### config.mk
export PLATFORM = sky130hd
export DESIGN_NAME = mmuTop
export DESIGN_NICKNAME = d
export VERILOG_FILES = /design/src/rtl/mmuPkg.sv /design/src/rtl/tlb.sv /design/src/rtl/pmaChecker.sv /design/src/rtl/mmu.sv /design/src/rtl/respFifo.sv /design/src/rtl/mmuTop.sv
export SDC_FILE = /design/constraint.sdc
export NUM_CORES = 1
export LEC_CHECK = 0
export ABC_AREA = 0
export BUFFER_PORTS_ARGS = -buffer_cell sky130_fd_sc_hd__buf_2
export CELL_PAD_IN_SITES_DETAIL_PLACEMENT = 1
export CELL_PAD_IN_SITES_GLOBAL_PLACEMENT = 1
export CORE_ASPECT_RATIO = 2
export CORE_UTILIZATION = 50
export CTS_BUF_LIST = sky130_fd_sc_hd__clkbuf_16
export CTS_CLUSTER_SIZE = 20
export DETAILED_ROUTE_END_ITERATION = 8
export GPL_ROUTABILITY_DRIVEN = 0
export HOLD_SLACK_MARGIN = 0.1
export PLACE_DENSITY_LB_ADDON = 0.08
export SLEW_MARGIN = 20
export SYNTH_ARGS = -nofsm -noshare
export SYNTH_HDL_FRONTEND = slang
export SYNTH_SLANG_ARGS = --single-unit
### constraint.sdc
create_clock -name clk -period 11.08 [get_ports clk]
set_input_delay 1.662 -clock clk [delete_from_list [all_inputs] [get_ports clk]]
set_output_delay 1.662 -clock clk [all_outputs]
set_load 0.005 [all_outputs]
### src/rtl/mmuPkg.sv
package mmuPkg;

  ////////////////////////////////////////////////////////////////////////////
  // Address geometry
  ////////////////////////////////////////////////////////////////////////////

  localparam int VA_BITS   = 32;                    // Virtual address width
  localparam int PA_BITS   = 32;                    // Physical address width
  localparam int PAGE_BITS = 12;                    // 4 KiB pages
  localparam int VPN_BITS  = VA_BITS - PAGE_BITS;   // Virtual page number
  localparam int PPN_BITS  = PA_BITS - PAGE_BITS;   // Physical page number

  // TLB and response buffer sizing
  localparam int TLB_ENTRIES = 4;
  localparam int TLB_IDX_W   = $clog2(TLB_ENTRIES);   // Entry index / replacement pointer
  localparam int RESP_DEPTH  = 4;
  localparam int RESP_PTR_W  = $clog2(RESP_DEPTH);
  localparam int RESP_CNT_W  = $clog2(RESP_DEPTH + 1); // Count must reach RESP_DEPTH

  ////////////////////////////////////////////////////////////////////////////
  // Physical memory map
  ////////////////////////////////////////////////////////////////////////////

  localparam logic [PA_BITS-1:0] RAM_BASE  = 32'h8000_0000;  // Main memory
  localparam logic [PA_BITS-1:0] RAM_LIMIT = 32'h8FFF_FFFF;
  localparam logic [PA_BITS-1:0] IO_BASE   = 32'h1000_0000;  // Peripherals
  localparam logic [PA_BITS-1:0] IO_LIMIT  = 32'h1000_FFFF;
  localparam logic [PA_BITS-1:0] TIM_BASE  = 32'h0200_0000;  // Tightly integrated memory
  localparam logic [PA_BITS-1:0] TIM_LIMIT = 32'h0200_FFFF;

  // Access kinds seen by the MMU
  typedef enum logic [1:0] {
    ACC_LOAD  = 2'b00,
    ACC_STORE = 2'b01,
    ACC_AMO   = 2'b10,  // Reads and writes, faults as store
    ACC_EXEC  = 2'b11   // Instruction fetch
  } accType_t;

  typedef enum logic {
    PRIV_U = 1'b0,
    PRIV_S = 1'b1
  } priv_t;

  // Leaf PTE permission bits
  typedef struct packed {
    logic r;
    logic w;
    logic x;
    logic u;  // Page reachable from user mode
  } perm_t;

  // One translation result, as queued in the response FIFO
  typedef struct packed {
    logic [PA_BITS-1:0] pAdr;
    logic tlbMiss;
    logic cacheable;
    logic idempotent;
    logic selTim;
    logic instrAccessFault;
    logic loadAccessFault;
    logic storeAmoAccessFault;
    logic instrPageFault;
    logic loadPageFault;
    logic storeAmoPageFault;
    logic loadMisaligned;
    logic storeAmoMisaligned;
  } mmuResp_t;

  localparam int RESP_W = $bits(mmuResp_t);

endpackage

### src/rtl/tlb.sv
`timescale 1ns/10ps

module tlb import mmuPkg::*; (
  input  logic                clk,
  input  logic                rstN,
  input  logic                tlbWrite,    // Fill one entry this cycle
  input  logic                tlbFlush,    // Invalidate all entries
  input  logic [VPN_BITS-1:0] tlbVpn,
  input  logic [PPN_BITS-1:0] tlbPpn,
  input  perm_t               tlbPerm,
  input  logic [VPN_BITS-1:0] vpn,         // Lookup page number
  input  accType_t            accType,
  input  priv_t               privMode,
  input  logic                statusSum,   // S-mode may touch user pages
  input  logic                statusMxr,   // Executable pages readable
  output logic                hit,
  output logic [PPN_BITS-1:0] ppn,
  output logic                pageFault
);

  logic [TLB_ENTRIES-1:0] valid;
  logic [VPN_BITS-1:0]    vpnArr  [TLB_ENTRIES];
  logic [PPN_BITS-1:0]    ppnArr  [TLB_ENTRIES];
  perm_t                  permArr [TLB_ENTRIES];
  logic [TLB_ENTRIES-1:0] hitVec;        // One-hot match vector
  perm_t                  hitPerm;
  logic [TLB_IDX_W-1:0]   rrPtr;         // Round-robin victim
  logic [TLB_IDX_W-1:0]   matchIdx, freeIdx, wrIdx;
  logic                   matchFound, freeFound;
  logic                   readOk, permFault;

  ////////////////////////////////////////////////////////////////////////////
  // Fill path
  ////////////////////////////////////////////////////////////////////////////

  // Prefer an existing mapping, then the lowest free slot, then the victim
  always_comb begin
    matchFound = 1'b0;
    matchIdx   = '0;
    freeFound  = 1'b0;
    freeIdx    = '0;
    for (int i = 0; i < TLB_ENTRIES; i++) begin
      if (!matchFound && valid[i] && vpnArr[i] == tlbVpn) begin
        matchFound = 1'b1;
        matchIdx   = TLB_IDX_W'(i);
      end
      if (!freeFound && !valid[i]) begin
        freeFound = 1'b1;
        freeIdx   = TLB_IDX_W'(i);
      end
    end
    wrIdx = matchFound ? matchIdx : (freeFound ? freeIdx : rrPtr);
  end

  always_ff @(posedge clk or negedge rstN) begin
    if (!rstN) begin
      valid <= '0;
      rrPtr <= '0;
    end else begin
      if (tlbFlush) valid <= '0;                    // Flush wins over a write
      else if (tlbWrite) valid[wrIdx] <= 1'b1;
      if (tlbWrite && !matchFound && !freeFound) rrPtr <= rrPtr + 1'b1;  // Replacement used
    end
  end

  always_ff @(posedge clk) begin
    if (tlbWrite) begin
      vpnArr[wrIdx]  <= tlbVpn;
      ppnArr[wrIdx]  <= tlbPpn;
      permArr[wrIdx] <= tlbPerm;
    end
  end

  ////////////////////////////////////////////////////////////////////////////
  // Lookup and permission check
  ////////////////////////////////////////////////////////////////////////////

  always_comb begin
    ppn     = '0;
    hitPerm = '0;
    for (int i = 0; i < TLB_ENTRIES; i++) begin
      hitVec[i] = valid[i] && (vpnArr[i] == vpn);
      if (hitVec[i]) begin
        ppn     = ppn | ppnArr[i];                   // AND-OR mux, hits are one-hot
        hitPerm = perm_t'(hitPerm | permArr[i]);
      end
    end
  end

  assign hit    = |hitVec;
  assign readOk = hitPerm.r | (statusMxr & hitPerm.x);

  always_comb begin
    permFault = 1'b0;
    if ((accType == ACC_LOAD || accType == ACC_AMO) && !readOk) permFault = 1'b1;
    if ((accType == ACC_STORE || accType == ACC_AMO) && !hitPerm.w) permFault = 1'b1;
    if (accType == ACC_EXEC && !hitPerm.x) permFault = 1'b1;
    if (privMode == PRIV_U && !hitPerm.u) permFault = 1'b1;     // Supervisor-only page
    if (privMode == PRIV_S && hitPerm.u && !statusSum) permFault = 1'b1;
  end

  assign pageFault = hit & permFault;  // Misses never fault here

  // Fill path keeps VPNs unique, so a lookup never matches twice
  assert property (@(posedge clk) disable iff (!rstN) $onehot0(hitVec));

endmodule

### src/rtl/pmaChecker.sv
`timescale 1ns/10ps

module pmaChecker import mmuPkg::*; (
  input  logic [PA_BITS-1:0] pAdr,
  input  accType_t           accType,
  output logic               cacheable,
  output logic               idempotent,
  output logic               selTim,       // Route to the TIM instead of the bus
  output logic               accessFault
);

  logic inRam, inIo, inTim;

  // Region decode, bounds are inclusive
  assign inRam = (pAdr >= RAM_BASE) && (pAdr <= RAM_LIMIT);
  assign inIo  = (pAdr >= IO_BASE)  && (pAdr <= IO_LIMIT);
  assign inTim = (pAdr >= TIM_BASE) && (pAdr <= TIM_LIMIT);

  assign cacheable  = inRam;
  assign idempotent = inRam | inTim;  // IO reads may have side effects
  assign selTim     = inTim;

  always_comb begin
    accessFault = 1'b0;
    if (inIo) begin
      // No fetch or atomics from peripherals
      accessFault = (accType == ACC_EXEC) || (accType == ACC_AMO);
    end else if (!inRam && !inTim) begin
      accessFault = 1'b1;             // Unmapped space
    end
  end

endmodule

### src/rtl/mmu.sv
`timescale 1ns/10ps

module mmu import mmuPkg::*; (
  input  logic                clk,
  input  logic                rstN,
  input  logic [VA_BITS-1:0]  vAdr,
  input  logic [1:0]          size,         // 0 byte, 1 half, 2 word, 3 double
  input  accType_t            accType,
  input  logic                translateOn,  // satp mode non-bare
  input  priv_t               privMode,
  input  logic                statusSum,
  input  logic                statusMxr,
  input  logic                tlbWrite,
  input  logic                tlbFlush,
  input  logic [VPN_BITS-1:0] tlbVpn,
  input  logic [PPN_BITS-1:0] tlbPpn,
  input  perm_t               tlbPerm,
  output mmuResp_t            respWrData
);

  logic [PPN_BITS-1:0] tlbPpnOut;
  logic [PA_BITS-1:0]  pAdr;
  logic                tlbHit, tlbPageFault;
  logic                tlbMiss;
  logic                pmaFault, cacheable, idempotent, selTim;
  logic                misaligned;
  logic                accFault, pgFault;     // Masked, not yet split by kind
  logic                isExec, isLoad, isStoreAmo;

  tlb tlb_i (
    .clk, .rstN,
    .tlbWrite, .tlbFlush, .tlbVpn, .tlbPpn, .tlbPerm,
    .vpn(vAdr[VA_BITS-1:PAGE_BITS]),
    .accType, .privMode, .statusSum, .statusMxr,
    .hit(tlbHit), .ppn(tlbPpnOut), .pageFault(tlbPageFault)
  );

  // Offset untouched, page number from TLB only when translating
  assign pAdr[PAGE_BITS-1:0]       = vAdr[PAGE_BITS-1:0];
  assign pAdr[PA_BITS-1:PAGE_BITS] = translateOn ? tlbPpnOut : vAdr[PA_BITS-1:PAGE_BITS];

  pmaChecker pmaChecker_i (
    .pAdr, .accType,
    .cacheable, .idempotent, .selTim,
    .accessFault(pmaFault)
  );

  assign tlbMiss = translateOn & ~tlbHit;
  assign accFault = pmaFault & ~tlbMiss;                      // PMA result meaningless on miss
  assign pgFault  = tlbPageFault & translateOn;               // Stale hits ignored in bare mode

  ////////////////////////////////////////////////////////////////////////////
  // Alignment and fault kinds
  ////////////////////////////////////////////////////////////////////////////

  always_comb begin
    case (size)
      2'b00:   misaligned = 1'b0;
      2'b01:   misaligned = vAdr[0];
      2'b10:   misaligned = |vAdr[1:0];
      default: misaligned = |vAdr[2:0];
    endcase
  end

  assign isExec     = (accType == ACC_EXEC);
  assign isLoad     = (accType == ACC_LOAD);
  assign isStoreAmo = (accType == ACC_STORE) || (accType == ACC_AMO);  // AMO reports as store

  always_comb begin
    respWrData                     = '0;
    respWrData.pAdr                = pAdr;
    respWrData.tlbMiss             = tlbMiss;
    respWrData.cacheable           = cacheable;
    respWrData.idempotent          = idempotent;
    respWrData.selTim              = selTim;
    respWrData.instrAccessFault    = accFault & isExec;
    respWrData.loadAccessFault     = accFault & isLoad;
    respWrData.storeAmoAccessFault = accFault & isStoreAmo;
    respWrData.instrPageFault      = pgFault & isExec;
    respWrData.loadPageFault       = pgFault & isLoad;
    respWrData.storeAmoPageFault   = pgFault & isStoreAmo;
    respWrData.loadMisaligned      = misaligned & isLoad;
    respWrData.storeAmoMisaligned  = misaligned & isStoreAmo;
  end

endmodule

### src/rtl/respFifo.sv
`timescale 1ns/10ps

module respFifo import mmuPkg::*; #(
  parameter int WIDTH = RESP_W
) (
  input  logic             clk,
  input  logic             rstN,
  input  logic             wrValid,
  input  logic [WIDTH-1:0] wrData,
  output logic             wrReady,
  output logic             rdValid,
  output logic [WIDTH-1:0] rdData,
  input  logic             rdReady
);

  logic [WIDTH-1:0]      mem [RESP_DEPTH];
  logic [RESP_PTR_W-1:0] wrPtr, rdPtr;
  logic [RESP_CNT_W-1:0] count;
  logic                  wrEn, rdEn;

  assign wrReady = (count != RESP_CNT_W'(RESP_DEPTH));  // Not full
  assign rdValid = (count != '0);
  assign rdData  = mem[rdPtr];
  assign wrEn    = wrValid & wrReady;
  assign rdEn    = rdValid & rdReady;

  always_ff @(posedge clk or negedge rstN) begin
    if (!rstN) begin
      wrPtr <= '0;
      rdPtr <= '0;
      count <= '0;
    end else begin
      if (wrEn) wrPtr <= (wrPtr == RESP_PTR_W'(RESP_DEPTH - 1)) ? '0 : wrPtr + 1'b1;
      if (rdEn) rdPtr <= (rdPtr == RESP_PTR_W'(RESP_DEPTH - 1)) ? '0 : rdPtr + 1'b1;
      if (wrEn && !rdEn) count <= count + 1'b1;
      else if (rdEn && !wrEn) count <= count - 1'b1;  // Both at once keeps the level
    end
  end

  always_ff @(posedge clk) begin
    if (wrEn) mem[wrPtr] <= wrData;
  end

  // Level counter overflow or underflow pushes it past the depth
  assert property (@(posedge clk) disable iff (!rstN)
    count <= RESP_CNT_W'(RESP_DEPTH));
  // Pointers only meet when empty or full
  assert property (@(posedge clk) disable iff (!rstN)
    (wrPtr == rdPtr) |-> (count == '0 || count == RESP_CNT_W'(RESP_DEPTH)));

endmodule

### src/rtl/mmuTop.sv
`timescale 1ns/10ps

module mmuTop import mmuPkg::*; (
  input  logic                clk,
  input  logic                rstN,
  // Request port
  input  logic                reqValid,
  output logic                reqReady,
  input  logic [VA_BITS-1:0]  vAdr,
  input  logic [1:0]          size,
  input  accType_t            accType,
  // Configuration, sampled with each request
  input  logic                translateOn,
  input  priv_t               privMode,
  input  logic                statusSum,
  input  logic                statusMxr,
  // TLB fill from the walker side
  input  logic                tlbWrite,
  input  logic                tlbFlush,
  input  logic [VPN_BITS-1:0] tlbVpn,
  input  logic [PPN_BITS-1:0] tlbPpn,
  input  perm_t               tlbPerm,
  // Response port
  output logic                respValid,
  output mmuResp_t            resp,
  input  logic                respReady
);

  mmuResp_t respWrData;
  logic     wrReady;

  mmu mmu_i (
    .clk, .rstN,
    .vAdr, .size, .accType,
    .translateOn, .privMode, .statusSum, .statusMxr,
    .tlbWrite, .tlbFlush, .tlbVpn, .tlbPpn, .tlbPerm,
    .respWrData
  );

  // Translation is same-cycle, so the request valid is the FIFO write valid
  respFifo #(.WIDTH(RESP_W)) respFifo_i (
    .clk, .rstN,
    .wrValid(reqValid), .wrData(respWrData), .wrReady,
    .rdValid(respValid), .rdData(resp), .rdReady(respReady)
  );

  assign reqReady = wrReady;  // FIFO space is the only back-pressure

endmodule

### Word-level counts from Yosys, hierarchy flattened

Memories as Yosys holds them, arrays and structs flattened.
Cells that the tools add are included.

* register bits: 13
* memory bits (writable): 352
* bits of input ports: 90
* logic and storage cells: 169
* memories: 4

* add/subtract/negate cells: 5
* magnitude comparators: 8
* equal/unequal tests: 16
* muxes and demuxes: 45
* bitwise gates (word level): 27
* reductions and logical operators: 59

Memories
* respFifo_i.mem: words 4, width 44, rd ports 1, clocked after memory_dff 0, write ports 1, line respFifo.sv:16 `logic [WIDTH-1:0] mem [RESP_DEPTH];`
* mmu_i.tlb_i.ppnArr: words 4, width 20, rd ports 4, clocked after memory_dff 0, write ports 1, line tlb.sv:23 `logic [PPN_BITS-1:0] ppnArr [TLB_ENTRIES];`
* mmu_i.tlb_i.vpnArr: words 4, width 20, rd ports 4, clocked after memory_dff 0, write ports 1, line tlb.sv:22 `logic [VPN_BITS-1:0] vpnArr [TLB_ENTRIES];`
* mmu_i.tlb_i.permArr: words 4, width 4, rd ports 4, clocked after memory_dff 0, write ports 1, line tlb.sv:24 `perm_t permArr [TLB_ENTRIES];`

Operators by type and width (count)
* 20-bit equality test: 8
* 20-bit two-way mux: 5
* 20-bit bitwise OR: 3
* 32-bit by 26-bit greater-or-equal comparator with 1-bit output (second input constant): 1
* 32-bit by 29-bit greater-or-equal comparator with 1-bit output (second input constant): 1
* 32-bit greater-or-equal comparator (second input constant): 1
* 32-bit by 26-bit less-or-equal comparator with 1-bit output (second input constant): 1
* 32-bit by 29-bit less-or-equal comparator with 1-bit output (second input constant): 1
* 32-bit less-or-equal comparator (second input constant): 1
* 1-bit logical AND: 29
* 4-bit two-way mux: 6
* 1-bit two-way mux: 22
* 1-bit zero test: 19
* 2-bit two-way mux: 8
* 4-bit bitwise OR: 4
* 1-bit AND: 15
* 2-bit equality test (second input constant): 5
* 2-bit by 1-bit adder with 2-bit output (second input constant): 3
* 3-bit two-way mux: 2
* 2-bit by 1-bit equality test with 1-bit output (second input constant): 2
* 2-bit zero test: 2
* 2-bit nonzero test: 2
* 4-bit OR reduction: 1
* 3-bit by 1-bit adder with 3-bit output (second input constant): 1
* other kinds (12): 17

### Logic depth before layout (Yosys ltp)

An unclocked memory read counts as a cell.

* word-level depth: 24
* depth in mapped cells: 11
* depth with buffers taken out: 9

### Hierarchy

From an unflattened synthesis, not the netlist that was laid out.

* cell total of the unflattened synthesis: 903
* area total of the unflattened synthesis: 15653.8 µm²

By module, submodules not included
* tlb: times used 1, cells each 564, area each 8224.1 µm², seq. area each 5435.2 µm²
* respFifo: times used 1, cells each 266, area each 6776.5 µm², seq. area each 5460.2 µm²
* mmu: times used 1, cells each 58, area each 560.5 µm², seq. area each 0.0 µm²
* pmaChecker: times used 1, cells each 15, area each 92.6 µm², seq. area each 0.0 µm²

### Least setup slack after synthesis

OpenSTA, ideal clock, no wires.

* path kind: input -> register
* start: input tlbVpn[19]
* end: memory mmu_i.tlb_i.permArr[3][0] (netlist name), enable pin
* arrival: 7.379 ns
* required time: 10.522 ns
* setup slack: 3.143 ns
* stages on the path: 8
* path buffers: 1
* path through: clkbuf_1 xor2_1 nor4_1 nand3_1 nor4_1 o21bai_1 a21bo_2 nor4_1

* word-level cells in the longest chain between the ends: 16
* elaborated cells between the ends (all ways): 22
* classes of those cells: 4 x eq/ne; 8 x mux; 10 x reduce/logical

RTL lines
* start, declared: line mmuTop.sv:20 `input logic [VPN_BITS-1:0] tlbVpn,`
* 20-bit equality test: line tlb.sv:43 `if (!matchFound && valid[i] && vpnArr[i] == tlbVpn) begin`
* 1-bit logical AND: line tlb.sv:43
* 1-bit two-way mux: line tlb.sv:43
* 1-bit zero test: line tlb.sv:43
* 1-bit logical AND (2 in series): line tlb.sv:43
* 1-bit two-way mux: line tlb.sv:43
* 1-bit zero test: line tlb.sv:43
* 1-bit logical AND (2 in series): line tlb.sv:43
* 1-bit two-way mux: line tlb.sv:43
* 1-bit zero test: line tlb.sv:43
* 1-bit logical AND (2 in series): line tlb.sv:43
* 2-bit two-way mux / 1-bit two-way mux (equally long branches): line tlb.sv:43
* 2-bit two-way mux *: line tlb.sv:52 `wrIdx = matchFound ? matchIdx : (freeFound ? freeIdx : rrPtr);`
* end, declared: line tlb.sv:24

Mark *: on every way between the ends. The rest lies on a longest branch, timed or not.

==> flow_metrics.tcl <==
set metrics [dict create \
    status "complete, no violations" \
    finalNetCount 1201 \
    max_stage_delay_ps 1070 \
    crit_type "primary input to register" \
    synth-main-ff-cell "edfxtp_1" \
    cp_data_required_time_ps 11390 \
    worst_slew_pin_slew_ps 1260 \
    initial_core_util_pct 51.0 \
    final_cell_mix "352 x edfxtp_1, 135 x buf_2, 81 x xnor2_1, 76 x xor2_1, 68 x inv_1" \
    first_pass_iters 7 \
    synth_compound_area_share_pct 5.24 \
    endpoint "respFifo_i.mem[3][6]" \
    area_growth_pct 12.9 \
    p_leak_nw 6.11 \
    crit_path_start "vAdr[24]" \
    routedWlPerCell_um 28.0 \
    wirelength_mm 43.1 \
    clk_pin_slew_ps 70 \
    rsz0062_at_grt "no" \
    clkSinkCount 365 \
    fin_crit_ps 5090 \
    dieArea_um2 32300 \
    synth_top_area_share_pct 66.9 \
    clock_skew_ps 10.4 \
    post-dp-hpwl_mm 30.8 \
    grt_pass1_vias 9609 \
    finalHoldViolCount 0 \
    ctsResizeCount 0 \
    start_kind "primary input" \
    multi_input_area_um2 4470 \
    synth-edff-count 352 \
    crit_path_end_kind "register" \
    synthXorXnorAreaFrac_pct 8.71 \
    synthAdderAreaFrac_pct 0.840 \
    cts_root_buf "clkbuf_16" \
    path_depth 10 \
    critical_path.cell_chain "buf_2, xor2_1, nor4_1, nand4_1, buf_4, nor3_2, a22oi_1, a31oi_4, mux2i_1, a211oi_1" \
    remaining_drc_errors 0 \
    rr_worst_depth 9 \
    synth_fp_nets 1073 \
    drv_slew 0 \
    core_um2 31000 \
    drtAntennaViolNets 0 \
    vdd_drop_max_mv 0.130 \
    p_per_area_nw_per_um2 195 \
    crit_arrival_ps 5400 \
    synthArstFlopShare_pct 3.56 \
    fin_hold_ws_ps 481 \
    grt_pass1_wl_mm 62.4 \
    h-tree-depth 1 \
    port_buffers 135 \
    r2r_end "respFifo_i.mem[3][6]" \
    fin_crit_sh_pct 45.9 \
    ff_latch_area_um2 10900 \
    vias 9124 \
    setup_viol 0 \
    critPathBufInv 2 \
    grt_max_degree 49 \
    fin_area_um2 17800 \
    fillerInstances 2932 \
    antenna_found_initial 0 \
    yosysSeqAreaShare_pct 69.0 \
    overflow 0 \
    reg2reg_from "mmu_i.tlb_i.vpnArr[3][12]" \
    postPlaceCellArea_um2 16900 \
    insertion_delay_ps 570 \
    cts_setup_buffers 0 \
    antennaDiodeCount 0 \
    hold_buffers 0 \
    cap_violations 0 \
    cts_made_buffers 30 \
    final.setup.worst_slack_ps 5990 \
    relSlewSlack_pct 15.0 \
    clockBufferDepth 3 \
    core.rowCount 91 \
    synthSimpleGateAreaFrac_pct 6.62 \
    drtIter0Drc 602 \
    r2r_slack_ps 6840 \
    slowest_stage "nor4_1" \
    post_drt_via_cell_ratio 5.92 \
    max_freq_mhz 197 \
    synth.area.mux_share_pct 6.55 \
    yosys.area.top_type "edfxtp_1" \
    tns_ps 0 \
    synthTopCellsByArea "edfxtp_1 67%, mux4_2 6.3%, xnor2_1 4.5%" \
    syn_inst 973 \
    final_common_cell "edfxtp_1" \
    path_delay_family "simple AND/OR/NAND/NOR gates" \
    synth_cell_type_count 73 \
    hp-class "register to register" \
    die_x_um 128 \
    cts_tree "done" \
    die_h_um 253 \
    synth_top_family_by_area "XOR/XNOR gates" \
    ys_warn_count 0 \
    path_max_fanout 18 \
    grt_use_total_pct 27.3 \
    syn_avg_cell_area_um2 16.2 \
    syn_area_um2 15800 \
    io_pins 136 \
    drive_above_1_share_pct 24.0 \
    dp_worst_setup_slack_ps 5530 \
    ys_ff_latch 365 \
]
## how the worst min path moves through the flow
stage	start	endpoint	slack, ps	depth (start not counted)
global route	respFifo_i.count[2]	respFifo_i.count[2]	500	1
detailed placement	respFifo_i.count[2]	respFifo_i.count[2]	480	1
CTS	respFifo_i.count[2]	respFifo_i.count[2]	490	1
finish	mmu_i.tlb_i.rrPtr[1]	mmu_i.tlb_i.rrPtr[1]	480	1
global placement	respFifo_i.count[2]	respFifo_i.count[2]	470	1
floorplan	mmu_i.tlb_i.rrPtr[1]	mmu_i.tlb_i.rrPtr[1]	440	1
## metrics by stage
stage,util (%),cells,power [mW]
final,57.6,1541,3.48
after global routing,57.6,1541,3.62
after CTS,57.6,1541,3.53
after detailed placement,54.6,1487,2.52
after global placement,54.5,1487,2.50
after floorplan,-,973,2.20
## Yosys cell counts (7+ instances only)
master and instances:
edfxtp_1 352, xnor2_1 81, xor2_1 76, inv_1 55
mux4_2 44, nor4_1 35, nand3_1 29, nor2_1 29
nand4_1 23, clkbuf_1 21, buf_2 19, nand2_1 14
dfrtp_1 13, and3_1 12, o41ai_1 12, a22oi_1 10
o32ai_1 10, ha_1 9, nor3_1 8, o21ai_0 8
a31oi_1 7, buf_1 7, o22ai_1 7
## registers in the layout, summed over array words and instances, names as in the netlist
signal	flops
respFifo_i.mem	176
respFifo_i.rdPtr	2
respFifo_i.count	3
mmu_i.tlb_i.permArr	16
mmu_i.tlb_i.ppnArr	80
mmu_i.tlb_i.rrPtr	2
respFifo_i.wrPtr	2
mmu_i.tlb_i.valid	4
mmu_i.tlb_i.vpnArr	80
## cells by family after synthesis
family,Yosys count
AOI/OAI and AO/OA,100
xor gates and xnor gates,157
adders and majority gates,10
buffers and inverters,112
DFF,365
muxes,48
and+or+nand+nor,181
## per-layer routing
| layer | share of wire [%] | wire, um | global-route usage, % | vias to the layer above |
|---|---|---|---|---|
| met1 | 34 | 14500 | 27.9 | 4685 |
| met3 | 3.3 | 1440 | 2.81 | 103 |
| met5 | 0 | 0 | 0 | - |
| met4 | 7.3 | 3140 | 18.7 | 0 |
| li1 | - | - | - | 4037 |
| met2 | 56 | 24100 | 51.6 | 299 |
## worst reg2reg max path, delay by kind of cell (launching register included)
kind	cells	cell delay [ps]
simple gates	3	1840
compound gates	3	1070
flops	1	420
buf+inv	1	280
mux	1	200
xor+xnor	1	180
## final cells by class
| cell class | instances | area share, % |
|---|---|---|
| Timing Repair Buffer | 152 | 4.51 |
| Clock buffer | 31 | 4.35 |
| Clock inverter | 23 | 0.821 |
| Tap cell | 418 | 2.93 |
| Multi-Input combinational cell | 496 | 25.1 |
| Sequential cell | 365 | 61.2 |
| Inverter | 56 | 1.18 |
## power breakdown
| group | switching, mW | leakage, nW | internal [mW] |
|---|---|---|---|
| clock network | 0.471 | 0.498 | 0.548 |
| logic | 0.348 | 2.19 | 0.317 |
| registers | 0.102 | 3.42 | 1.70 |
Note: power is estimated with default switching activity, not from simulation.
